<file path="src/hdl/laser_pkg.sv">
package laser_pkg;

	typedef logic [15:0] addr_t;      // Host bus address
	typedef logic [7:0]  data_t;      // Host bus data
	typedef logic [13:0] ram_addr_t;  // 16 KB main RAM word index
	typedef logic [10:0] vram_addr_t; // 2 KB video RAM word index
	typedef logic [7:0]  scan_t;      // PS/2 scan code
	typedef logic [3:0]  phase_cnt_t; // Free-running phase count

	// Bus cycle phases
	typedef enum logic [1:0] {
		PH_SETUP,  // Phase 0, access taken
		PH_LATCH,  // Phase 1, write and latch
		PH_DONE,   // Phase 2, ack with data
		PH_IDLE    // Phases 3 to 13
	} phase_t;

	localparam phase_cnt_t BUS_PHASES = 4'd14; // Clocks per bus cycle
	localparam data_t      OPEN_BUS   = 8'hFF;

	// Decode on address bits 15..11
	localparam logic [4:0] IO_PREFIX    = 5'b01101; // 6800-6FFF
	localparam logic [4:0] VRAM_PREFIX  = 5'b01110; // 7000-77FF
	localparam logic [4:0] RAM78_PREFIX = 5'b01111; // 7800-7FFF
	localparam logic [4:0] RAMB0_PREFIX = 5'b10110; // B000-B7FF
	// Decode on the top nibble, 8000-AFFF
	localparam logic [3:0] RAM_HI_FIRST = 4'h8;
	localparam logic [3:0] RAM_HI_LAST  = 4'hA;

	// Key matrix, 0 means pressed
	localparam int KEY_COUNT    = 64;
	localparam int KEY_EX_COUNT = 9;
	typedef logic [KEY_COUNT-1:0]    key_vec_t;
	typedef logic [KEY_EX_COUNT-1:0] key_ex_t;

	// Extended key positions
	localparam int EX_RSHIFT = 0;
	localparam int EX_LALT   = 1;
	localparam int EX_RALT   = 2;
	localparam int EX_ESC    = 3;
	localparam int EX_UP     = 4;
	localparam int EX_LEFT   = 5;
	localparam int EX_RIGHT  = 6;
	localparam int EX_DOWN   = 7;
	localparam int EX_BKSP   = 8;

	// Frame interrupt timing in BASE_CLK cycles
	typedef logic [17:0] int_cnt_t;
	localparam int_cnt_t INT_PERIOD = 18'd200000;
	localparam int_cnt_t INT_HIGH   = 18'd640;

	// Control latch bits
	localparam int CTL_SPK_A = 0;
	localparam int CTL_CASS  = 2;
	localparam int CTL_AG    = 3;
	localparam int CTL_CSS   = 4;
	localparam int CTL_SPK_B = 5;

endpackage

</file>
<file path="src/hdl/mem_bus_if.sv">
interface mem_bus_if
	import laser_pkg::*;
();

	addr_t addr;      // Held from PH_SETUP through PH_DONE
	data_t wdata;
	logic  wr_strobe; // One clock, at PH_LATCH
	data_t rdata;     // Valid from PH_DONE

	// Sequencer side
	modport seq (
		output addr,
		output wdata,
		output wr_strobe,
		input  rdata
	);

	// Memory map side
	modport mem (
		input  addr,
		input  wdata,
		input  wr_strobe,
		output rdata
	);

endinterface

</file>
<file path="src/hdl/bus_sequencer.sv">
module bus_sequencer
	import laser_pkg::*;
(
	input  logic  BASE_CLK,
	input  logic  RESET_N,
	input  logic  wb_cyc,
	input  logic  wb_stb,
	input  logic  wb_we,
	input  addr_t wb_adr,
	input  data_t wb_dat_w,
	output data_t wb_dat_r,
	output logic  wb_ack,
	mem_bus_if.seq bus,
	output data_t row_sel,
	input  data_t key_col,
	output data_t ctl_latch
);

	phase_cnt_t phase_cnt;
	phase_t     phase;
	logic       take;      // Access accepted this clock
	logic       acc_valid; // Access in flight, phases 1 and 2
	logic       acc_we;
	logic       acc_io;    // 6800-6FFF, handled here
	addr_t      acc_addr;
	data_t      acc_wdata;
	data_t      key_latch; // Column byte for I/O reads
	logic       ack_r;

	always_comb
		case (phase_cnt)
			4'd0:    phase = PH_SETUP;
			4'd1:    phase = PH_LATCH;
			4'd2:    phase = PH_DONE;
			default: phase = PH_IDLE;
		endcase

	// Late requests wait for the next phase 0
	assign take = wb_cyc && wb_stb && (phase == PH_SETUP);

	always_ff @(posedge BASE_CLK or negedge RESET_N)
		if (!RESET_N)
		begin
			phase_cnt <= '0;
			acc_valid <= 1'b0;
			ack_r     <= 1'b0;
			ctl_latch <= '0;
		end
		else
		begin
			if (phase_cnt == BUS_PHASES - 1'b1)
				phase_cnt <= '0;
			else
				phase_cnt <= phase_cnt + 1'b1;
			ack_r <= (phase == PH_LATCH) && acc_valid; // High during PH_DONE only
			if (phase == PH_SETUP)
				acc_valid <= take;
			else if (phase == PH_DONE)
				acc_valid <= 1'b0;
			if ((phase == PH_LATCH) && acc_valid && acc_io && acc_we)
				ctl_latch <= acc_wdata; // 74LS174 latch load
		end

	always_ff @(posedge BASE_CLK)
	begin
		if (take)
		begin
			acc_addr  <= wb_adr;
			acc_wdata <= wb_dat_w;
			acc_we    <= wb_we;
			acc_io    <= (wb_adr[15:11] == IO_PREFIX);
		end
		if ((phase == PH_LATCH) && acc_valid && acc_io && !acc_we)
			key_latch <= key_col; // Row lines settled since phase 1
	end

	assign bus.addr      = acc_addr;
	assign bus.wdata     = acc_wdata;
	assign bus.wr_strobe = (phase == PH_LATCH) && acc_valid && acc_we && !acc_io;

	assign row_sel  = acc_addr[7:0]; // Active-low row select
	assign wb_ack   = ack_r;
	assign wb_dat_r = acc_io ? key_latch : bus.rdata;

endmodule

</file>
<file path="src/flat_wrapper.sv">
// flat-port wrapper written by rule: the top's interface ports become plain ports
module bus_sequencer_flat import laser_pkg::*;
  (BASE_CLK, RESET_N, wb_cyc, wb_stb, wb_we, wb_adr, wb_dat_w, wb_dat_r, wb_ack, row_sel, key_col, ctl_latch, bus_addr, bus_wdata, bus_wr_strobe, bus_rdata);
  mem_bus_if bus_i ();
  input  logic BASE_CLK;
  input  logic RESET_N;
  input  logic wb_cyc;
  input  logic wb_stb;
  input  logic wb_we;
  input  addr_t wb_adr;
  input  data_t wb_dat_w;
  output data_t wb_dat_r;
  output logic wb_ack;
  output data_t row_sel;
  input  data_t key_col;
  output data_t ctl_latch;
  output wire logic [$bits(bus_i.addr)-1:0] bus_addr;
  output wire logic [$bits(bus_i.wdata)-1:0] bus_wdata;
  output wire logic [$bits(bus_i.wr_strobe)-1:0] bus_wr_strobe;
  input wire logic [$bits(bus_i.rdata)-1:0] bus_rdata;
  assign bus_addr = bus_i.addr;
  assign bus_wdata = bus_i.wdata;
  assign bus_wr_strobe = bus_i.wr_strobe;
  assign bus_i.rdata = bus_rdata;
  bus_sequencer u_core (.BASE_CLK(BASE_CLK), .RESET_N(RESET_N), .wb_cyc(wb_cyc), .wb_stb(wb_stb), .wb_we(wb_we), .wb_adr(wb_adr), .wb_dat_w(wb_dat_w), .wb_dat_r(wb_dat_r), .wb_ack(wb_ack), .bus(bus_i), .row_sel(row_sel), .key_col(key_col), .ctl_latch(ctl_latch));
endmodule
</file>
<file path="config.mk">
export PLATFORM = sky130hd
export DESIGN_NAME = bus_sequencer_flat
export DESIGN_NICKNAME = d
export VERILOG_FILES = /design/src/hdl/laser_pkg.sv /design/src/hdl/mem_bus_if.sv /design/src/hdl/bus_sequencer.sv /design/src/flat_wrapper.sv
export SDC_FILE = /design/constraint.sdc
export NUM_CORES = 1
export LEC_CHECK = 0
export BUFFER_PORTS_ARGS = -buffer_cell sky130_fd_sc_hd__buf_2
export CORE_MARGIN = 1.5
export CORE_UTILIZATION = 40
export DETAILED_ROUTE_END_ITERATION = 10
export GPL_TIMING_DRIVEN = 0
export PLACE_DENSITY = 0.75
export SLEW_MARGIN = 10
export SYNTH_ARGS = -nofsm -noshare
export SYNTH_HDL_FRONTEND = slang
export SYNTH_SLANG_ARGS = --single-unit
</file>
<file path="constraint.sdc">
create_clock -name BASE_CLK -period 3.98 [get_ports BASE_CLK]
set_clock_uncertainty 0.15 [all_clocks]
set_input_delay 0.398 -clock BASE_CLK [delete_from_list [all_inputs] [get_ports BASE_CLK]]
set_output_delay 0.398 -clock BASE_CLK [all_outputs]
set_load 0.01 [all_outputs]
</file>
After elaboration in Yosys (flattened, before gate mapping)
Index checks and enable logic that the tools add are counted.
- register bits after elaboration: 48
- bits in latches: 0
- RAM bits: 0
- memory bits (read-only): 0
- input port bits: 45
- output and inout port bits: 50
- word-level logic and storage cells: 34
- memories kept: 0
- add/subtract/negate cells: 1
- multipliers: 0
- div/mod/pow operators: 0
- order comparisons: 0
- equal/unequal tests: 6
- shifts and indexed selects: 0
- mux-type cells: 5
- bitwise operators: 0
- reductions and logical operators: 13
- operators by type and width (kind ; count):
    logical AND 1 bit ; 8
    two-way mux 8 bit ; 1
    case mux 2 bit (3 select lines) ; 1
    equality test 5 x 4 -> 1 bit, second input constant ; 1
    adder 4 x 1 -> 4 bit, second input constant ; 1
    equality test 4 x 1 -> 1 bit, second input constant ; 1
    equality test 4 x 2 -> 1 bit, second input constant ; 1
    equality test 4 bit, second input constant ; 1
    logical NOT 4 bit ; 1
    two-way mux 4 bit ; 1
    equality test 2 x 1 -> 1 bit, second input constant ; 1
    equality test 2 bit, second input constant ; 1
    logical NOT 1 bit ; 2
    logical NOT 2 bit ; 1
    two-way mux 1 bit ; 2
    nonzero test 2 bit ; 1

Longest topological paths before layout
- word-level depth: 6
- depth in mapped cells: 4
- mapped depth without buffers: 3

Least setup slack after synthesis
OpenSTA, ideal clock, no wires.
- path kind: reg-to-reg
- start point: register u_core.phase_cnt[1]
- end point: register u_core.acc_io, enable pin
- library setup time: 0.477 ns
- arrival: 3.112 ns
- required time: 3.353 ns
- setup slack: 0.242 ns
- stages on the path, launching flop included: 3
- path buffers: 0
- clock period less this slack: 3.738 ns
- cell sequence: dfrtp_1 nand3b_1 nor4_1
- word-level cells in the longest chain between the ends: 4
- elaborated cells between the ends (all ways): 6
- those cells by class: 2 x eq/ne; 1 x mux; 3 x reduce/logical
- ends and longest elaborated chain (item ; line ; source):
    start, declared ; bus_sequencer.sv:19 ; phase_cnt_t phase_cnt;
    start signal, assigned ; bus_sequencer.sv:54 ; phase_cnt <= phase_cnt + 1'b1;
    equality test 4 x 2 -> 1 bit, or another cell as far along ; bus_sequencer.sv:31 ; case (phase_cnt)
    case mux 2 bit (3 select lines) (*) ; bus_sequencer.sv:31 ;
    logical NOT 2 bit (*) ; bus_sequencer.sv:39 ; assign take = wb_cyc && wb_stb && (phase == PH_SETUP);
    logical AND 1 bit (*) ; bus_sequencer.sv:39 ;
    named net u_core.take ; bus_sequencer.sv:21 ; logic take;
    end signal, assigned ; bus_sequencer.sv:71 ; acc_io <= (wb_adr[15:11] == IO_PREFIX);
    end, declared ; bus_sequencer.sv:24 ; logic acc_io;
Mark *: on every way through the listed nets, which the timed path passes. The rest lies on a longest branch.
A chain may end at the register's enable or synchronous reset.

Worst setup path after layout
- start point: register u_core.phase_cnt[1]
- end point: register u_core.acc_addr[14] (netlist: u_core.bus.addr[14]), enable pin
- word-level cells in the longest chain between the ends: 4
- elaborated cells between the ends (all ways): 6
- those cells by class: 2 x eq/ne; 1 x mux; 3 x reduce/logical
- ends and longest elaborated chain (item ; line ; source):
    equality test 4 x 2 -> 1 bit, or another cell as far along ; bus_sequencer.sv:31 ;
    case mux 2 bit (3 select lines) (*) ; bus_sequencer.sv:31 ;
    logical NOT 2 bit (*) ; bus_sequencer.sv:39 ;
    logical AND 1 bit (*) ; bus_sequencer.sv:39 ;
    named net u_core.take ; bus_sequencer.sv:21 ;
    end signal, assigned ; bus_sequencer.sv:68 ; acc_addr <= wb_adr;
    end, declared ; bus_sequencer.sv:25 ; addr_t acc_addr;
Marks and branches as above.

==> out/metrics.yaml <==
min_path:
  worstHoldPathType: "primary input to register"
placement:
  place_inst: 244
  place_area_sq_um: 2350
  dp_hpwl_um: 2650
  place_ws_ns: 1.87
  place.port_buffers: 94
  place_congestion: 0.669
synth:
  ys.flop_type: "edfxtp_1"
  synth_xor_area_share_pct: 0
  synth.area.top_cells: "edfxtp_1 57%, dfrtp_1 20%, mux2_2 11%"
  synthesis.area_sq_um: 1780
  synth_top_area_share_pct: 57.4
  yosys_warnings: 0
  yosys.area_share.simple_pct: 5.56
  synth_cells: 95
  syn_avg_cell_area_sq_um: 18.7
  async_reset_ff_share_pct: 29.2
  synth_edf_count: 34
  synth_cell_types: 22
  synth_compound_area_share_pct: 1.48
  synth_common_cells: "34 x edfxtp_1, 18 x mux2_2, 14 x dfrtp_1, 8 x buf_4"
  synth_adder_area_share_pct: 0
  synth_largest_area_cell: "edfxtp_1"
  synthMuxAreaShare_pct: 11.4
  synth.most_common_cell: "edfxtp_1"
  synth_seq_area_share_pct: 77.1
  syn_nets: 140
  synth-seq-cells: 48
  synth_top_family_by_area: "multiplexers"
floorplan:
  core_sq_um: 4320
  pin_count: 95
  std_cell_rows: 24
  dieHeight_um: 69.7
  die_w_um: 69.7
  die-area_sq_um: 4860
  initial_utilization_pct: 41.1
flow_run:
  max_cap_viol_count: 0
detailed_routing:
  vias_per_cell: 4.64
  routedWlPerCell_um: 13.6
  drt_iter0_drc: 30
  wl_um: 3430
  vias: 1174
  remaining_drc_errors: 0
  drtAntennaViolNets: 0
  first_pass_iters: 4
layout:
  syn_to_final_growth_pct: 38.5
  final_cells: 253
  fill_cells: 356
  finalInstanceArea_sq_um: 2460
  antennaDiodeCount: 0
  finalNetCount: 245
  final_core_util_pct: 57.0
  drive_gt1_share_pct: 67.7
worst_setup_path:
  crit_path_start_kind: "register"
  cp_top_family: "simple AND/OR/NAND/NOR gates"
  endpoint_kind: "register"
  critPathKind: "register to register"
  slowest_stage: "nor4_2"
  reg2reg_slack_ns: 1.90
  required_ns: 3.85
  path_buf_inv: 2
  cp.arrival_ns: 1.95
  worstPathCellList: "nand3b_1 > nor4_2 > buf_6 > buf_4"
  cp_max_fo: 8
  slowest_delay_ns: 0.63
sta:
  relSlewSlack_pct: 44.0
  post-route-period-util_pct: 52.3
  layout_min_cycle_time_ns: 2.08
  setup_viol: 0
  max_freq_mhz: 480
  rsz0062_at_grt: "false"
  tightest_slew_ns: 0.833
  setup_ws_ns: 1.90
  finalMaxSlewViolations: 0
  finalHoldViolations: 0
global_route:
  grt_pass1_wl_um: 5600
  grt_pass1_vias: 1212
  grt_remaining_overflow: 0
  track_usage_pct: 15.0
  grt_max_degree: 15
  antenna_found_initial: 0
clock_tree:
  clkTransAtPathRegs_ns: 0.08
  cts.repair.resized: 0
  cts_num_sinks: 48
  clockRootBuffer: "clkbuf_8"
  clock_latency_ns: 0.29
  htreeDepth: 2
  post_cts_buffers: 0
  cts_buffer_depth: 2
  cts_inserted_buffers: 5
  cts_tree: "yes"
power:
  power.density_nw_per_um2: 373
  vdd_drop_max_v: 0.000223
  power.total_mw: 0.920
  leakage_nw: 1.16
outcome:
  status: "complete, no violations"
-- flip-flops by register name, indices dropped and copies added (netlist names) --
register          flops
u_core.bus.wdata      8
u_core.acc_we         1
u_core.acc_valid      1
u_core.wb_ack         1
u_core.bus.addr      16
u_core.acc_io         1
u_core.key_latch      8
u_core.ctl_latch      8
u_core.phase_cnt      4
-- layout make-up --
cell class	instances	area [sq um]	share of cell area, %
inverters	1	3.75	0.152
repair buffers	98	507	20.6
multi-input cells	36	334	13.6
clock inverters	2	35.0	1.42
plain buffers	10	76.3	3.10
well taps	52	65.1	2.64
flip-flops and latches	48	1370	55.6
clock buffers	6	72.6	2.94
-- final timing paths --
path / depth (start not counted) / from / endpoint
max: 4 / u_core.phase_cnt[1] / u_core.bus.addr[14]
min: 1 / wb_we / u_core.acc_we
max reg2reg: 4 / u_core.phase_cnt[1] / u_core.bus.addr[14]
min reg2reg: 1 / u_core.bus.wdata[6] / u_core.ctl_latch[6]
max in group asynchronous: 2 / RESET_N / u_core.acc_valid
min in group asynchronous: 2 / RESET_N / u_core.ctl_latch[0]
-- per-layer routing --
| metal | part of all wire (%) | wire, um | GRT usage (%) |
|---|---|---|---|
| met4 | 1.7 | 58 | 7.05 |
| met2 | 49 | 1680 | 25.5 |
| met3 | 13 | 430 | 6.54 |
| met1 | 37 | 1260 | 15.9 |
| met5 | 0 | 0 | 0 |
-- metrics by stage --
stage	hold WS (ns)	TNS, ns
after floorplan	-0.0476	0
after global placement	0.171	-22.77
after detailed placement	0.171	0
after CTS	0.111	0
after global routing	0.108	0
final	0.122	0
-- cell usage in the layout (no fill, tap or decap), drive strengths merged --
master and n:
dlygate4sd3 1, a21oi 1, nand3b 1, clkinv 1
a22o 1, edfxtp 34, and3b 2, nor4 1
nor2 2, nor2b 2, nand2 1, inv 1
mux2 18, nand2b 1, o21ai 1, buf 107
dfrtp 14, bufinv 1, o31ai 1, and3 3
nand4b 1, clkbuf 6
-- report_power, final --
group,switching [mW],internal [mW],leakage (nW)
sequential,0.00211,0.539,0.483
clock,0.153,0.186,0.0552
combinational,0.0154,0.0236,0.619
-- cells by family (layout without fill, tap and decap cells) --
logic type      after synthesis  in the layout
simple gates                 14             14
mux                          18             18
flops                        48             48
buf+inv                      11            117
compound gates                4              4
-- repair_timing --
| item | in CTS | in global routing |
|---|---|---|
| hold buffers | 1 | 0 |
| endpoints found under the hold margin | 14 | 0 |
| endpoints found under the setup margin | 0 | 0 |
No activity file was read; power rests on OpenSTA's default activity.
