### config.mk
export PLATFORM = sky130hd
export DESIGN_NAME = kbd_matrix
export DESIGN_NICKNAME = d
export VERILOG_FILES = /design/src/hdl/laser_pkg.sv /design/src/hdl/kbd_matrix.sv
export SDC_FILE = /design/constraint.sdc
export NUM_CORES = 1
export LEC_CHECK = 0
export BUFFER_PORTS_ARGS = -buffer_cell sky130_fd_sc_hd__buf_2
export CAP_MARGIN = 0
export CORE_AREA = 2 2 103 105
export CTS_CLUSTER_DIAMETER = 100
export CTS_CLUSTER_SIZE = 16
export DETAILED_ROUTE_END_ITERATION = 7
export DIE_AREA = 0 0 105 107
export MAX_ROUTING_LAYER = met4
export SLEW_MARGIN = 30
export SYNTH_ARGS = -nofsm -noshare
export SYNTH_HDL_FRONTEND = slang
export SYNTH_SLANG_ARGS = --single-unit
### constraint.sdc
create_clock -name BASE_CLK -period 3.1 [get_ports BASE_CLK]
set_clock_uncertainty 0.1 [all_clocks]
set_input_delay 0.31 -clock BASE_CLK [delete_from_list [all_inputs] [get_ports BASE_CLK]]
set_output_delay 0.31 -clock BASE_CLK [all_outputs]
set_load 0.01 [all_outputs]
### src/hdl/laser_pkg.sv
package laser_pkg;

	typedef logic [15:0] addr_t;      // Host bus address
	typedef logic [7:0]  data_t;      // Host bus data
	typedef logic [13:0] ram_addr_t;  // 16 KB main RAM word index
	typedef logic [10:0] vram_addr_t; // 2 KB video RAM word index
	typedef logic [7:0]  scan_t;      // PS/2 scan code
	typedef logic [3:0]  phase_cnt_t; // Free-running phase count

	// Bus cycle phases
	typedef enum logic [1:0] {
		PH_SETUP,  // Phase 0, access taken
		PH_LATCH,  // Phase 1, write and latch
		PH_DONE,   // Phase 2, ack with data
		PH_IDLE    // Phases 3 to 13
	} phase_t;

	localparam phase_cnt_t BUS_PHASES = 4'd14; // Clocks per bus cycle
	localparam data_t      OPEN_BUS   = 8'hFF;

	// Decode on address bits 15..11
	localparam logic [4:0] IO_PREFIX    = 5'b01101; // 6800-6FFF
	localparam logic [4:0] VRAM_PREFIX  = 5'b01110; // 7000-77FF
	localparam logic [4:0] RAM78_PREFIX = 5'b01111; // 7800-7FFF
	localparam logic [4:0] RAMB0_PREFIX = 5'b10110; // B000-B7FF
	// Decode on the top nibble, 8000-AFFF
	localparam logic [3:0] RAM_HI_FIRST = 4'h8;
	localparam logic [3:0] RAM_HI_LAST  = 4'hA;

	// Key matrix, 0 means pressed
	localparam int KEY_COUNT    = 64;
	localparam int KEY_EX_COUNT = 9;
	typedef logic [KEY_COUNT-1:0]    key_vec_t;
	typedef logic [KEY_EX_COUNT-1:0] key_ex_t;

	// Extended key positions
	localparam int EX_RSHIFT = 0;
	localparam int EX_LALT   = 1;
	localparam int EX_RALT   = 2;
	localparam int EX_ESC    = 3;
	localparam int EX_UP     = 4;
	localparam int EX_LEFT   = 5;
	localparam int EX_RIGHT  = 6;
	localparam int EX_DOWN   = 7;
	localparam int EX_BKSP   = 8;

	// Frame interrupt timing in BASE_CLK cycles
	typedef logic [17:0] int_cnt_t;
	localparam int_cnt_t INT_PERIOD = 18'd200000;
	localparam int_cnt_t INT_HIGH   = 18'd640;

	// Control latch bits
	localparam int CTL_SPK_A = 0;
	localparam int CTL_CASS  = 2;
	localparam int CTL_AG    = 3;
	localparam int CTL_CSS   = 4;
	localparam int CTL_SPK_B = 5;

endpackage

### src/hdl/kbd_matrix.sv
module kbd_matrix
	import laser_pkg::*;
(
	input  logic  BASE_CLK,
	input  logic  RESET_N,
	input  logic  scan_valid,
	input  scan_t scan_code,
	input  logic  scan_pressed,
	input  logic  scan_extended,
	input  logic  cass_in,
	input  data_t row_sel,     // Bit r low selects row r
	output data_t key_col,
	output logic  key_pressed
);

	key_vec_t   key;     // Row r in bits 8r+5..8r
	key_ex_t    key_ex;
	key_vec_t   km;      // Matrix with extended keys merged in
	logic [5:0] col;
	int         slot;

	// Matrix index, KEY_COUNT plus extended index, or -1
	function automatic int key_slot(scan_t code, logic ext);
		int s;
		s = -1;
		case (code)
			8'h2C: s = 0;  // T
			8'h1D: s = 1;  // W
			8'h24: s = 3;  // E
			8'h15: s = 4;  // Q
			8'h2D: s = 5;  // R
			8'h34: s = 8;  // G
			8'h1B: s = 9;  // S
			8'h14: s = 10; // Ctrl
			8'h23: s = 11; // D
			8'h1C: s = 12; // A
			8'h2B: s = 13; // F
			8'h32: s = 16; // B
			8'h22: s = 17; // X
			8'h12: s = 18; // L-shift
			8'h21: s = 19; // C
			8'h1A: s = 20; // Z
			8'h2A: s = 21; // V
			8'h2E: s = 24; // 5
			8'h1E: s = 25; // 2
			8'h26: s = 27; // 3
			8'h16: s = 28; // 1
			8'h25: s = 29; // 4
			8'h31: s = 32; // N
			8'h49: s = 33; // .
			8'h41: s = 35; // ,
			8'h29: s = 36; // Space
			8'h3A: s = 37; // M
			8'h36: s = 40; // 6
			8'h46: s = 41; // 9
			8'h4E: s = 42; // -
			8'h3E: s = 43; // 8
			8'h45: s = 44; // 0
			8'h3D: s = 45; // 7
			8'h35: s = 48; // Y
			8'h44: s = 49; // O
			8'h5A: s = 50; // Return
			8'h43: s = 51; // I
			8'h4D: s = 52; // P
			8'h3C: s = 53; // U
			8'h33: s = 56; // H
			8'h4B: s = 57; // L
			8'h52: s = 58; // Quote key, used as colon
			8'h42: s = 59; // K
			8'h4C: s = 60; // ;
			8'h3B: s = 61; // J
			8'h59: s = KEY_COUNT + EX_RSHIFT;
			8'h11: s = ext ? KEY_COUNT + EX_RALT : KEY_COUNT + EX_LALT;
			8'h76: s = KEY_COUNT + EX_ESC;
			8'h75: s = KEY_COUNT + EX_UP;
			8'h6B: s = KEY_COUNT + EX_LEFT;
			8'h74: s = KEY_COUNT + EX_RIGHT;
			8'h72: s = KEY_COUNT + EX_DOWN;
			8'h66: s = KEY_COUNT + EX_BKSP;
			default: s = -1; // Unmapped code
		endcase
		return s;
	endfunction

	assign slot = key_slot(scan_code, scan_extended);

	always_ff @(posedge BASE_CLK or negedge RESET_N)
		if (!RESET_N)
		begin
			key    <= '1; // All released
			key_ex <= '1;
		end
		else if (scan_valid)
		begin
			if (slot >= KEY_COUNT)
				key_ex[4'(slot - KEY_COUNT)] <= ~scan_pressed;
			else if (slot >= 0)
				key[6'(slot)] <= ~scan_pressed;
		end

	// Extended keys fold onto Ctrl chords
	always_comb
	begin
		km     = key;
		km[10] = key[10] & (&key_ex[EX_BKSP:EX_ESC]);               // Ctrl
		km[18] = key[18] & key_ex[EX_RSHIFT];                       // Shift
		km[33] = key[33] & key_ex[EX_UP];                           // Ctrl .
		km[35] = key[35] & key_ex[EX_RIGHT];                        // Ctrl ,
		km[36] = key[36] & key_ex[EX_DOWN];                         // Ctrl space
		km[37] = key[37] & key_ex[EX_LEFT] & key_ex[EX_BKSP];       // Ctrl M
		km[42] = key[42] & key_ex[EX_ESC];                          // Ctrl -
	end

	// A column reads low if any selected row has that key down
	always_comb
	begin
		col = '1;
		for (int r = 0; r < 8; r++)
			for (int k = 0; k < 6; k++)
				if (!row_sel[r] && !km[6'(8 * r + k)])
					col[k] = 1'b0;
	end

	assign key_col     = {1'b1, ~cass_in, col}; // Bit 7 idles high
	assign key_pressed = (km != '1);

endmodule

-- After elaboration in Yosys (flattened, before gate mapping)
Cells that the tools add are included.
- muxes and demuxes: 32
- add/sub/neg operators: 1
- eq/ne operators: 54
- bitwise gates (word level): 11
- reduce and logical (&&, ||, !) cells: 57
- order comparisons: 6
- operator list (kind ; number):
    one-hot mux 32 bit (53 select lines) ; 1
    == test 8 x 6 -> 1 bit (second input constant) ; 23
    == test 8 x 7 -> 1 bit (second input constant) ; 20
    == test 8 x 5 -> 1 bit (second input constant) ; 10
    bitwise mux 64 bit ; 1
    != test 64 bit (second input constant) ; 1
    >= comparator 32 x 1 -> 1 bit (second input constant) ; 1
    >= comparator 32 x 8 -> 1 bit (second input constant) ; 1
    logical NOT 1 bit ; 28
    logical AND 1 bit ; 26
    2-to-1 mux 1 bit ; 26
    bitwise mux 9 bit ; 1
    AND 1 bit ; 8
    less-than comparator 6 x 8 -> 1 bit (second input constant) ; 1
    demux 1 bit (select 6 bit) ; 1
    >= comparator 6 x 1 -> 1 bit (second input constant) ; 1
    less-than comparator 4 x 6 -> 1 bit (second input constant) ; 1
    AND reduction 6 bit ; 1
    demux 1 bit (select 4 bit) ; 1
    >= comparator 4 x 1 -> 1 bit (second input constant) ; 1
    subtractor 4 x 1 -> 4 bit (second input constant) ; 1
    NOT 1 bit ; 3
    AND reduction 3 bit ; 1
    2-to-1 mux 2 bit ; 1
    AND reduction 2 bit ; 1
- logic and storage cells: 163
- input port bits: 22
- flip-flop bits (word level): 73

-- Longest topological paths before layout
- depth after elaboration: 8
- gate-level depth with buffers: 11

-- Least setup slack after synthesis
OpenSTA, ideal clock, no wires.
- kind: in2reg
- from: in scan_code[6]
- to: reg key_ex[5]
- stages: 10
- slack: 514 ps
- library setup time: 77 ps
- arrival time: 2408 ps
- path buffers: 2
- cells stage by stage: buf_2 -> buf_2 -> nand3b_1 -> o21a_1 -> o22ai_1 -> and2_1 -> or4_1 -> nor3_1 -> a21oi_1 -> a31oi_1
- cells in the longest elaborated chain, start to end: 8
- elaborated cells on any way between the ends: 63
- ends and longest elaborated chain (element ; line ; text):
    start: declaration ; kbd_matrix.sv:7 ; input scan_t scan_code,
    == test 8 x 7 -> 1 bit (tied with other cells) ; kbd_matrix.sv:26 ; case (code)
    one-hot mux 32 bit (53 select lines) (*) ; kbd_matrix.sv:26 ;
    subtractor 4 x 1 -> 4 bit ; kbd_matrix.sv:96 ; key_ex[4'(slot - KEY_COUNT)] <= ~scan_pressed;
    less-than comparator 4 x 6 -> 1 bit (implied by the code) / >= comparator 4 x 1 -> 1 bit (equally long branches) ; kbd_matrix.sv:96 ;
    logical AND 1 bit (implied by the code) ; kbd_matrix.sv:96 ;
    2-to-1 mux 1 bit (implied by the code) ; kbd_matrix.sv:96 ;
    demux 1 bit (select 4 bit) ; kbd_matrix.sv:96 ;
    bitwise mux 9 bit ; kbd_matrix.sv:96 ;
    end signal: indexed assignment ; kbd_matrix.sv:96 ;
    end: declaration ; kbd_matrix.sv:17 ; key_ex_t key_ex;
Mark *: on every way between the ends. The rest lies on a longest branch, timed or not.
A chain may end at the register's enable or synchronous reset.

-- Worst setup path in the final report
- from: in scan_code[2]
- to: reg key[20]
- cells in the longest elaborated chain, start to end: 7
- elaborated cells on any way between the ends: 64
- ends and longest elaborated chain (element ; line ; text):
    == test 8 x 7 -> 1 bit (tied with other cells) ; kbd_matrix.sv:26 ;
    one-hot mux 32 bit (53 select lines) (*) ; kbd_matrix.sv:26 ;
    less-than comparator 6 x 8 -> 1 bit (implied by the code) / >= comparator 6 x 1 -> 1 bit (equally long branches) ; kbd_matrix.sv:98 ; key[6'(slot)] <= ~scan_pressed;
    logical AND 1 bit (implied by the code) ; kbd_matrix.sv:98 ;
    2-to-1 mux 1 bit (implied by the code) ; kbd_matrix.sv:98 ;
    demux 1 bit (select 6 bit) ; kbd_matrix.sv:98 ;
    bitwise mux 64 bit ; kbd_matrix.sv:98 ;
    end signal: indexed assignment ; kbd_matrix.sv:98 ;
    end: declaration ; kbd_matrix.sv:16 ; key_vec_t key;
Marked as above.

==> reports/results.ini <==
[yosys]
ys.flop_type = dfstp_2
ys_warn_count = 0
ys_seq_area_share_pct = 47.26
postSynthAreaPerCell_sq_um = 9.421
mappedNetlistArea_sq_mm = 0.003948
postSynthCellCount = 419
synth_cell_types = 64
ys_seq_elements = 71
synth_edf_count = 0
synth_nets = 441
synth_top_area_share_pct = 47.26
synthArstFlopShare_pct = 100.0
yosys.area.top_type = dfstp_2
yosys-top-cells-area = dfstp_2 47%, clkbuf_1 4.8%, a21oi_1 3.9%

[sta]
min_period_over_period_pct = 86.15
drv_slew = 0
setup_tns_ns = 0
setup_violations = 0
hold_violations = 0
layout_setup_ws_ns = 0.4293
slew_headroom_pct = 44.92
fin_crit_ns = 2.671
rsz0062_at_grt = no
fmax_mhz = 374.4
tightest_slew_ns = 0.8261

[power]
switching_share_pct = 25.78
clkPwrFrac_pct = 36.6
p_int_uw = 1499
power_uw = 2019
ir_worst_vdd_v = 0.0002175
power.share.combinational_pct = 13.0
switchingPower_uw = 520.6
p_leak_uw = 0.001627
p_seq_share_pct = 50.4
pwr_density_cell_mw_per_mm2 = 467.7

[floorplanning]
rows = 37
core-area_sq_mm = 0.01009
ioPinCount = 31
die_x_um = 105
die_h_um = 107
dieArea_sq_mm = 0.01124
initial_core_util_pct = 39.11

[worst_setup_path]
cpPeakStageDelay_ns = 0.59
start_kind = input pin
cp.arrival_ns = 2.83
cp_max_fo = 24
crit_slowest_cell = nor2_1
required_ns = 3.26
critPathKind = input pin to flip-flop
cp-end-kind = flip-flop
crit_chain = buf_2 -> nor2b_1 -> nand2_1 -> a2bb2oi_1 -> o211ai_1 -> or4_1 -> nor2_1 -> a21oi_1 -> a31oi_1

[layout]
antenna_cells = 0
fin_nets = 429
postLayoutCoreUtil_pct = 42.78
n_fill_cell = 1006
final_cell_area_sq_mm = 0.004318
drive_above_1_share_pct = 34.95
area_delta_synth_final_pct = 9.382

[cts]
cts_root_buffer = clkbuf_8
postCtsSetupBuffers = 0
cts_resized = 0
cts_buffer_depth = 2
clock_latency_ns = 0.34
cts_buffers = 9
clkTransAtPathRegs_ns = 0.07
postCtsHoldBufs = 0
cts_tree = done
cts_sinks = 71
htree_levels = 3

[min_path]
hp-class = flip-flop to flip-flop

[routing]
first_iter_violations = 293
antenna_left = 0
via_count = 3127
routedWlPerCell_um = 16.56
routed_wl_um = 9076
vias_per_cell = 5.706
drc = 0
drt_pre_antenna_iters = 6

[outcome]
status = finished clean

[global_route]
grt_pass1_wl_um = 15390
track_usage_pct = 17.73
overflow = 0
grt_pass1_vias = 2973
grt_max_degree = 72
antenna_found_initial = 0

[place]
gp_congestion = 0.8846
placed_area_sq_mm = 0.004110
place_ws_ns = 0.1415
dp_hpwl_um = 6469
portBuffers = 25

[job]
maxCapViolCount = 0

-- cell usage in the layout (no fill, tap or decap), types with 7 or more instances in the layout --
cell | synthesis | layout
buf_4 | 1 | 18
mux2i_1 | 8 | 8
buf_2 | 13 | 25
a21oi_1 | 31 | 31
dfstp_2 | 71 | 71
nor4_1 | 8 | 8
nor2_1 | 24 | 24
inv_1 | 12 | 12
nand2b_1 | 17 | 17
nor3_1 | 10 | 10
nand2_1 | 13 | 13
nand3_1 | 9 | 9
o21ai_0 | 9 | 9
o22ai_1 | 13 | 13
clkbuf_8 | 0 | 11
nor2b_1 | 7 | 7
nand4_1 | 23 | 23
a31oi_1 | 24 | 24
-- Yosys cell counts, types with 3 or more instances --
cell / instances
and3b_1: 3
nand2_1: 13
clkbuf_1: 51
o32a_1: 3
nand3_1: 9
and2_1: 3
dfstp_2: 71
nor3_1: 10
a211o_1: 3
nor2b_1: 7
o211ai_1: 3
a31oi_1: 24
nor4_1: 8
nor3b_1: 6
nand4_1: 23
nand2b_1: 17
nand3b_1: 5
a21oi_1: 31
inv_1: 12
or4_1: 3
o22ai_1: 13
buf_2: 13
mux2i_1: 8
o21ai_0: 9
nor2_1: 24
nor3_2: 3
-- final cells by class --
type                       count  area (sq um)  area share (%)
clock buffer                  11         151.4           3.506
sequential                    71          1866           43.20
timing repair buffer          43         260.3           6.027
clock inverter                 5         56.30           1.304
tap                          136         170.2           3.941
inverter                      12         45.04           1.043
multi-input combinational    270          1769           40.97
-- registers in the layout (all words and copies together) (netlist names) --
| register | flops |
|---|---|
| key | 64 |
| key_ex | 7 |
-- worst max-delay path, delay by kind of cell --
kind	cells	cell delay (ns)
and+or+nand+nor	4	1.51
AOI/OAI and AO/OA	4	0.66
buffers and inverters	1	0.32
-- metal layers --
metal	global-route usage, %	routed length [um]	vias to the layer above
met5	-	0	-
met4	4.476	101	0
met3	5.046	662	13
met2	24.68	4033	138
met1	25.39	4278	1473
li1	-	-	1503
-- kinds of logic after synthesis --
logic type,synth area share [%]
other,0.09500
buffers and inverters,7.924
flip-flops,47.26
AND/OR/NAND/NOR,23.90
multiplexers,2.029
XOR/XNOR,0.4438
AO/OA/AOI/OAI,18.35
-- path summary, 6_finish.rpt --
kind	start	end	slack, ns	cells after the start
hold / removal	key[61]$_DFFE_PN1P_	key[61]$_DFFE_PN1P_	0.27	0
hold reg to reg	key[61]$_DFFE_PN1P_	key[61]$_DFFE_PN1P_	0.27	0
max in group asynchronous	RESET_N	key_ex[6]$_DFFE_PN1P_	2.38	2
min in group asynchronous	RESET_N	key[63]$_DFFE_PN1P_	0.46	2
setup / recovery	scan_code[2]	key[20]$_DFFE_PN1P_	0.43	9
setup reg to reg	key_ex[0]$_DFFE_PN1P_	key_ex[0]$_DFFE_PN1P_	2.11	2
-- power by group through the flow --
| stage | clock [uW] | combinational (uW) | sequential [uW] |
|---|---|---|---|
| CTS | 766 | 262 | 1020 |
| global route | 811 | 293 | 1020 |
| floorplan | 0 | 174 | 1020 |
| finish | 738 | 263 | 1020 |
| detailed placement | 0 | 261 | 1030 |
| global placement | 0 | 257 | 1030 |
-- through the flow --
stage | cells | hold WS, ns
after CTS | 548 | 0.2683
after global routing | 548 | 0.2710
after detailed placement | 532 | 0.2577
after floorplan | 419 | 0.06216
after global placement | 532 | 0.2574
final | 548 | 0.2662
No activity file was read; power rests on OpenSTA's default activity.
