--- src/hdl/laser_pkg.sv ---
package laser_pkg;

	typedef logic [15:0] addr_t;      // Host bus address
	typedef logic [7:0]  data_t;      // Host bus data
	typedef logic [13:0] ram_addr_t;  // 16 KB main RAM word index
	typedef logic [10:0] vram_addr_t; // 2 KB video RAM word index
	typedef logic [7:0]  scan_t;      // PS/2 scan code
	typedef logic [3:0]  phase_cnt_t; // Free-running phase count

	// Bus cycle phases
	typedef enum logic [1:0] {
		PH_SETUP,  // Phase 0, access taken
		PH_LATCH,  // Phase 1, write and latch
		PH_DONE,   // Phase 2, ack with data
		PH_IDLE    // Phases 3 to 13
	} phase_t;

	localparam phase_cnt_t BUS_PHASES = 4'd14; // Clocks per bus cycle
	localparam data_t      OPEN_BUS   = 8'hFF;

	// Decode on address bits 15..11
	localparam logic [4:0] IO_PREFIX    = 5'b01101; // 6800-6FFF
	localparam logic [4:0] VRAM_PREFIX  = 5'b01110; // 7000-77FF
	localparam logic [4:0] RAM78_PREFIX = 5'b01111; // 7800-7FFF
	localparam logic [4:0] RAMB0_PREFIX = 5'b10110; // B000-B7FF
	// Decode on the top nibble, 8000-AFFF
	localparam logic [3:0] RAM_HI_FIRST = 4'h8;
	localparam logic [3:0] RAM_HI_LAST  = 4'hA;

	// Key matrix, 0 means pressed
	localparam int KEY_COUNT    = 64;
	localparam int KEY_EX_COUNT = 9;
	typedef logic [KEY_COUNT-1:0]    key_vec_t;
	typedef logic [KEY_EX_COUNT-1:0] key_ex_t;

	// Extended key positions
	localparam int EX_RSHIFT = 0;
	localparam int EX_LALT   = 1;
	localparam int EX_RALT   = 2;
	localparam int EX_ESC    = 3;
	localparam int EX_UP     = 4;
	localparam int EX_LEFT   = 5;
	localparam int EX_RIGHT  = 6;
	localparam int EX_DOWN   = 7;
	localparam int EX_BKSP   = 8;

	// Frame interrupt timing in BASE_CLK cycles
	typedef logic [17:0] int_cnt_t;
	localparam int_cnt_t INT_PERIOD = 18'd200000;
	localparam int_cnt_t INT_HIGH   = 18'd640;

	// Control latch bits
	localparam int CTL_SPK_A = 0;
	localparam int CTL_CASS  = 2;
	localparam int CTL_AG    = 3;
	localparam int CTL_CSS   = 4;
	localparam int CTL_SPK_B = 5;

endpackage

--- src/hdl/frame_irq.sv ---
module frame_irq
	import laser_pkg::*;
(
	input  logic BASE_CLK,
	input  logic RESET_N,
	output logic irq
);

	int_cnt_t cnt; // Position within the frame

	always_ff @(posedge BASE_CLK or negedge RESET_N)
		if (!RESET_N)
		begin
			cnt <= '0;
			irq <= 1'b0;
		end
		else
		begin
			if (cnt == INT_PERIOD - 1'b1)
				cnt <= '0; // Frame wrap
			else
				cnt <= cnt + 1'b1;
			irq <= (cnt < INT_HIGH); // First INT_HIGH clocks of each frame
		end

endmodule

--- config.mk ---
export PLATFORM = sky130hd
export DESIGN_NAME = frame_irq
export DESIGN_NICKNAME = d
export VERILOG_FILES = /design/src/hdl/laser_pkg.sv /design/src/hdl/frame_irq.sv
export SDC_FILE = /design/constraint.sdc
export NUM_CORES = 1
export LEC_CHECK = 0
export BUFFER_PORTS_ARGS = -buffer_cell sky130_fd_sc_hd__clkbuf_2
export CAP_MARGIN = 20
export CELL_PAD_IN_SITES_DETAIL_PLACEMENT = 1
export CELL_PAD_IN_SITES_GLOBAL_PLACEMENT = 1
export CORE_ASPECT_RATIO = 0.8
export CORE_MARGIN = 4
export CORE_UTILIZATION = 25
export CTS_BUF_LIST = sky130_fd_sc_hd__clkbuf_8
export CTS_CLUSTER_DIAMETER = 50
export DETAILED_ROUTE_END_ITERATION = 8
export PLACE_DENSITY_LB_ADDON = 0.1
export SKIP_CTS_REPAIR_TIMING = 1
export SYNTH_ARGS = -nofsm -noshare
export SYNTH_HDL_FRONTEND = slang
export SYNTH_SLANG_ARGS = --single-unit
--- constraint.sdc ---
create_clock -name BASE_CLK -period 2.57 [get_ports BASE_CLK]
set_input_delay 0.1285 -clock BASE_CLK [delete_from_list [all_inputs] [get_ports BASE_CLK]]
set_output_delay 0.1285 -clock BASE_CLK [all_outputs]
set_load 0.05 [all_outputs]
Yosys cells after proc, flatten, opt, wreduce, memory -nomap -nowiden
Index checks and enable logic that the tools add are counted.
{"block": "classes", "n_addsub": 1, "order_cmp": 1, "eq_ne": 1, "muxes": 1}
{"operator": "adder 18 x 1 -> 18 bit, second input constant", "n": 1}
{"operator": "== test 18 bit, second input constant", "n": 1}
{"operator": "< comparator 18 x 10 -> 1 bit, second input constant", "n": 1}
{"operator": "2-to-1 mux 18 bit", "n": 1}
{"block": "word_totals", "elab_cells": 6, "register_bits": 19, "output_inout_bits": 1}

Depth between registers and ports, before layout
Gate-level depths: netlist of run 1.
{"block": "depth", "ltp_word": 2, "ltp_mapped": 6}

Worst setup path after synthesis of run 1
OpenSTA, ideal clock, no wires.
{"block": "synth_path", "kind": "register to register", "startpoint": "register cnt[13]", "endpoint": "register cnt[10]", "n_path_buf": 1, "stages_incl_launch_ff": 6, "t_required_ns": 2.451, "slack_ns": 1.209, "arrival_ns": 1.243, "setup_time_ns": 0.119, "cell_sequence": "dfrtp_1 nor4_1 nor4b_2 nor2b_1 buf_4 nor2_1"}
{"block": "synth_via", "elab_chain_len": 2}
{"element": "start, declared", "line_no": "frame_irq.sv:9", "text": "int_cnt_t cnt;"}
{"element": "start signal, assigned", "line_no": "frame_irq.sv:22", "text": "cnt <= cnt + 1'b1;"}
{"element": "== test 18 bit", "line_no": "frame_irq.sv:19", "text": "if (cnt == INT_PERIOD - 1'b1)"}
{"element": "2-to-1 mux 18 bit", "line_no": "frame_irq.sv:19"}
Every way passes these cells.

Worst setup path after layout of run 1
{"block": "layout_path", "startpoint": "register cnt[12]", "endpoint": "register cnt[3]"}
Same word-level chain as after synthesis.

==> metrics.md, run 1 <==
| Metric | Value |
|---|---|
| Min-Delay Path Class | in2async |
| Capturing element type of the critical path | flop |
| Share of the cycle needed by the critical path after routing | 72.7% |
| Gp weighted congestion | 0.676 |
| Largest net degree at the start of global routing | 20 |
| Sequential-to-total area share from yosys stat | 52.8% |
| Worst-case clock buffer depth | 2 |
| Multi-input gate area | 409 um2 |
| Main combinational cell family by area after synthesis | simple AND/OR/NAND/NOR gates |
| Via total after detailed routing | 618 |
| Commonest register cell after synthesis | dfrtp_1 |
| TritonCTS clock tree | done |
| Setup crit start kind | flop |
| Area of the mapped netlist | 901 um2 |
| Final routed DRC violation total | 0 |
| Wire length per cell after detailed routing | 14.6 um |
| Number of global-route vias before repair | 671 |
| Row cnt | 19 |
| Type of the setup path with the least slack | reg2reg |
| Syn nets | 89 |
| # clock sinks | 19 |
| Combinational cell fraction of total power | 1.4% |
| DR pass1 iterations | 3 |
| Max-cap violation count | 0 |
| Routed via count divided by cell count | 4.65 |
| Root buffer cell | clkbuf_8 |
| Final Core Density | 29.2% |
| Initial Util | 26.1% |
| Maximum VDD drop | 187 uV |
| Crit path DAT | 1990 ps |
| Net Sw Frac | 20.6% |
| Final clock skew | 1.03 ps |
| Highest achievable clock rate | 0.535 GHz |
| Post-synth EDFFs | 0 |
| Share of post-route cells with drive strength above 1 | 9.89% |
| PD cells | 509 nW/um2 |
| Reg-to-reg endpoint | cnt[3] |
| Transition at the pin with the smallest max-transition slack | 635 ps |
| Synth area leaders | dfrtp_1 53%, xnor2_1 11%, nor2_1 4.6%, nand2_1 3.3%, xor2_1 2.9% |
| Top-Level Pins | 3 |
| Static power due to leakage | 0.394 nW |
| Avg Cell Area, Syn | 10.5 um2 |
| Depth of the worst register-to-register path | 4 |
| Die Ht | 61.7 um |
| Clock insertion delay at the later pin of the skew report | 250 ps |
| H-tree lvl count | 1 |
| Total global routing overflow | 0 |
| Post-synthesis async set-or-reset flop share | 100% |
| Number of fill cells | 394 |
| Antenna violations before repair | 0 |
| Switching power of the nets | 106 uW |
| Post-Synth XOR/XNOR Area | 13.6% |
| Final layout net count | 95 |
| Status | complete, no violations |
| Remaining antenna violation count after routing | 0 |
| Ranking of synthesized cells by instance count | 19 x dfrtp_1, 11 x nor2_1, 11 x xnor2_1 |
| Area of all sequential standard cells | 475 um2 |
| Largest fanout of any net on the critical path | 9 |
| Overall die area | 4630 um2 |
| Clock power share | 40.2% |
| Clock-pin slew on the worst setup and hold paths | 70 ps |
| Seq cells post-synth | 19 |
| Setup_tns | 0 ps |
| Internal | 407 uW |
| Synthesis warning total | 0 |
| Register-to-Register Setup Slack | 700 ps |
| Final Hold Viols | 0 |
| Post-detailed-placement half-perimeter wirelength | 1.42 mm |
| Area share of the leading cell type in the synthesized netlist | 52.8% |
| Post-Route WL | 1.94 mm |
| RSZ-0062 raised after global routing | no |
| Worst relative slew slack | 57.6% |
| Number of diodes | 0 |
| Top cell type by total area after synthesis | dfrtp_1 |
| I/O Buffers | 2 |
| Number of buffers added by the clock tree synthesis step | 3 |
| Area fraction in compound gates after synthesis | 3.19% |
| Synth-to-Final Area Change | 11.7% |
| Adder-cell share of the synthesized area | 1.39% |
| Core outline area | 3450 um2 |
| Most frequent cell after synthesis | dfrtp_1 |
| Slew Limit Fails | 0 |
| Total setup violations reported at the end of the flow | 0 |
| Period minus WS final | 1870 ps |
| Portion of netlist area occupied by mux cells | 0% |
| Critical register-to-register path startpoint | cnt[12] |
| Required time reported for the critical path endpoint | 2690 ps |
| Post-synthesis instance total | 86 |
| Drt initial violations | 20 |
| Number of distinct library cell variants in the gate-level netlist after synthesis | 24 |
| Global-route wire length before repair | 3.56 mm |
| Total routing resource utilization after global routing | 10.3% |
| Die W | 75.1 um |
| Sequential fraction of design power | 58.3% |
| Simple-gate area share of the yosys netlist | 27.2% |
-- cells in the final DEF (no fill, tap or decap), drive strengths merged, types with 4 or more instances in the layout --
cell type / synthesis / final
clkbuf: 0 / 5
xnor2: 11 / 11
nor4: 4 / 4
dfrtp: 19 / 19
nor2: 11 / 11
nand2: 8 / 8
nand4: 4 / 4
nand3: 5 / 5
-- worst max-delay path by stage --
stage	to	cells after the start	slack (ps)	from
6_report	cnt[3]	4	700	cnt[12]
5_1_grt	cnt[1]	4	440	cnt[12]
4_1_cts	cnt[8]	4	680	cnt[13]
3_5_place_dp	cnt[3]	4	700	cnt[12]
3_3_place_gp	cnt[8]	4	690	cnt[12]
2_1_floorplan	cnt[10]	5	1210	cnt[13]
-- metrics by stage --
step / total power [mW] / hold slack, ps / setup WS [ps] / cells / instance area (um2)
6_report: 0.512 / 360 / 702 / 133 / 1010
5_1_grt: 0.537 / 418 / 442 / 133 / 1010
3_3_place_gp: 0.312 / 116 / 695 / 128 / 951
4_1_cts: 0.521 / -155 / 679 / 132 / 996
3_5_place_dp: 0.312 / 125 / 699 / 128 / 951
2_1_floorplan: 0.305 / -167 / 1210 / 86 / 901
-- sequential cells by signal, summed over array words and instances, names as in the netlist --
signal and count:
irq 1, cnt 18
-- power by group through the flow --
| stage | Clock (mW) | Combinational [mW] | Sequential (mW) |
|---|---|---|---|
| floorplan | 0 | 0.000000120 | 0.305 |
| global placement | 0 | 0.00691 | 0.305 |
| detailed placement | 0 | 0.00714 | 0.305 |
| CTS | 0.215 | 0.00718 | 0.299 |
| global route | 0.229 | 0.00909 | 0.299 |
| finish | 0.206 | 0.00734 | 0.299 |
-- critical path, stage by stage, from the launching register on --
cell	delay, ps
dfrtp_1	440
nor4_1	340
nor4b_2	280
nor2b_1	570
nor2_1	110
-- area by class of cell --
type / count / share of cell area, %
Clock buffer: 3 / 4.10
Clock inverter: 1 / 0.373
Inverter: 1 / 0.373
Multi-Input combinational cell: 64 / 40.7
Sequential cell: 19 / 47.3
Tap cell: 42 / 5.22
Timing Repair Buffer: 3 / 1.99
-- metal layers --
layer | vias to the layer above | share of wire [%] | track usage (%)
li1 | 308 | - | -
met1 | 302 | 55 | 15.4
met2 | 6 | 40 | 14.4
met3 | 2 | 3.9 | 3.54
met4 | 0 | 0.57 | 2.28
met5 | - | 0 | 0
-- cells by family after synthesis --
| logic type | Yosys count |
|---|---|
| AND/OR/NAND/NOR | 44 |
| flip-flops | 19 |
| XOR/XNOR | 14 |
| AO/OA/AOI/OAI | 5 |
| buffers and inverters | 3 |
| adder cells (fa/ha/maj) | 1 |
Power figures use the tool's default switching activity.
==> inputs of run 2 (changes only) <==
clock period = 1.96 ns   (was 2.57 ns; I/O delays follow)
==> metrics.md, run 2 (synthesis gave the netlist of run 1 again) <==
| Metric | Value |
|---|---|
| Status | complete, no violations |
| Crit path from | cnt[13] |
| Via total after detailed routing | 612 (-0.97%) |
| Commonest cells after routing, fill and taps aside | 19 x dfrtp_1, 11 x xnor2_1, 11 x nor2_1 |
| Antenna violations before repair | 0 (unchanged) |
| Setup crit start kind | flop |
| Required time reported for the critical path endpoint | 2100 ps (-590 ps) |
| Final clock skew | 2.14 ps (+1.11 ps) |
| Largest registers | cnt (18), irq (1) |
| Row cnt | 19 (unchanged) |
| I/O Buffers | 2 (unchanged) |
| Number of flip-flops under the largest register name | 18 (unchanged) |
| Total setup violations reported at the end of the flow | 0 (unchanged) |
| Final layout net count | 96 (+1.1%) |
| Number of cells in the finished layout apart from fillers | 134 (+0.75%) |
| Min-Delay Path Class | in2async |
| Post-Route WL | 1.88 mm (-3.4%) |
| Largest fanout of any net on the critical path | 9 (unchanged) |
| Type of the setup path with the least slack | reg2reg |
| Post-detailed-placement half-perimeter wirelength | 1.35 mm (-4.7%) |
| Synth-to-Final Area Change | 12.5% |
| Number of diodes | 0 (unchanged) |
| Highest achievable clock rate | 0.624 GHz (+17%) |
| Most common cell after layout, fill and taps aside | dfrtp_1 |
| Total global routing overflow | 0 (unchanged) |
| Capturing element type of the critical path | flop |
| Number of cells after detailed placement | 129 (+0.78%) |
| Clock-pin slew on the worst setup and hold paths | 70 ps (about the same) |
| Root buffer cell | clkbuf_8 |
| Max-cap violation count | 0 (unchanged) |
| Delay contributed by the slowest stage of the critical path | 430 ps (-140 ps) |
| Register-to-Register Setup Slack | 360 ps (-340 ps) |
| Final Hold Viols | 0 (unchanged) |
| Gp weighted congestion | 0.676 (about the same) |
| Cell with the largest stage delay on the worst path | dfrtp_1 |
| Crit path DAT | 1750 ps (-240 ps) |
| Global-route wire length before repair | 3.20 mm (-10%) |
| Wire length per cell after detailed routing | 14.0 um (-4.1%) |
| Top-Level Pins | 3 (unchanged) |
| Depth of the worst register-to-register path | 5 (+1) |
| Period minus WS final | 1600 ps (-266 ps) |
| Drt initial violations | 21 (+5.0%) |
| Register name with the most flops | cnt |
| Remaining antenna violation count after routing | 0 (unchanged) |
| Transition at the pin with the smallest max-transition slack | 510 ps (-126 ps) |
| # clock sinks | 19 (unchanged) |
| Reg-to-reg endpoint | cnt[11] |
| RSZ-0062 raised after global routing | no |
| Die W | 75.1 um (unchanged) |
| H-tree lvl count | 1 (unchanged) |
| Share of the cycle needed by the critical path after routing | 81.7% (+9.1 points) |
| Number of global-route vias before repair | 609 (-9.2%) |
| DR pass1 iterations | 4 (+1) |
| Clock insertion delay at the later pin of the skew report | 250 ps (about the same) |
| Worst relative slew slack | 66.0% (+8.5 points) |
| Share of post-route cells with drive strength above 1 | 10.9% (+0.98 points) |
| Ordered list of cells on the worst path | nor4_1 -> nor4b_2 -> nor2b_1 -> buf_4 -> nor2_1 |
| Critical register-to-register path startpoint | cnt[13] |
| PD cells | 661 nW/um2 (+30%) |
| Slew Limit Fails | 0 (unchanged) |
| Static power due to leakage | 0.399 nW (+1.4%) |
| Core outline area | 3450 um2 (unchanged) |
| Initial Util | 26.1% (unchanged) |
| Largest net degree at the start of global routing | 20 (unchanged) |
| Final routed DRC violation total | 0 (unchanged) |
| Number of fill cells | 390 (-1.0%) |
| Total routing resource utilization after global routing | 9.67% (-0.68 points) |
| Routed via count divided by cell count | 4.57 (-1.7%) |
| Number of buffers added by the clock tree synthesis step | 3 (unchanged) |
| Capture point of the worst path | cnt[11] |
| Maximum VDD drop | 211 uV (+13%) |
| TritonCTS clock tree | done |
| Worst-case clock buffer depth | 2 (unchanged) |
| Die Ht | 61.7 um (unchanged) |
| Overall die area | 4630 um2 (unchanged) |
| Setup_tns | 0 ps (unchanged) |
-- run 2: critical path, delay by kind of cell (launching register included) --
kind	cells	cell delay, ps
buf+inv	1	170
simple gates	4	890
flops	1	430
-- run 2: how the worst min path moves through the flow --
| stage | startpoint | endpoint | slack (ps) | depth (start not counted) |
|---|---|---|---|---|
| CTS | RESET_N | cnt[5] | -190 | 1 |
| global route | RESET_N | cnt[5] | 380 | 2 |
| global placement | RESET_N | cnt[5] | 90 | 1 |
| finish | RESET_N | cnt[5] | 340 | 2 |
| floorplan | RESET_N | cnt[0] | -200 | 0 |
| detailed placement | RESET_N | cnt[5] | 90 | 1 |
-- run 2: area by class of cell --
class / count / area, um2 / area share, %
Multi-Input combinational cell: 64 / 409 / 40.4
Clock buffer: 3 / 41.3 / 4.07
Tap cell: 42 / 52.6 / 5.19
Timing Repair Buffer: 4 / 27.5 / 2.72
Sequential cell: 19 / 475 / 46.9
Inverter: 1 / 3.75 / 0.370
Clock inverter: 1 / 3.75 / 0.370
-- run 2: per-stage QoR --
step	instance area (um2)	worst slack [ps]	power [mW]	utilization, %	hold slack, ps
2_1_floorplan	901	599	0.400	-	-198
3_3_place_gp	958	361	0.409	27.8	89.3
3_5_place_dp	958	323	0.409	27.8	91.2
4_1_cts	1000	312	0.685	29.1	-194
5_1_grt	1010	181	0.702	29.4	378
6_report	1010	358	0.670	29.4	343
-- run 2: metal layers --
layer,global-route usage (%),wire [um],vias up
li1,-,-,308
met1,14.3,1060,297
met2,12.3,737,5
met3,4.34,64,2
met4,3.05,17,0
met5,0,0,-
-- run 2: power by group --
group	internal [mW]	total (mW)	switching [mW]
sequential	0.392	0.392	0
clock	0.139	0.268	0.129
combinational	0.00198	0.0101	0.00814
total	0.533	0.670	0.137
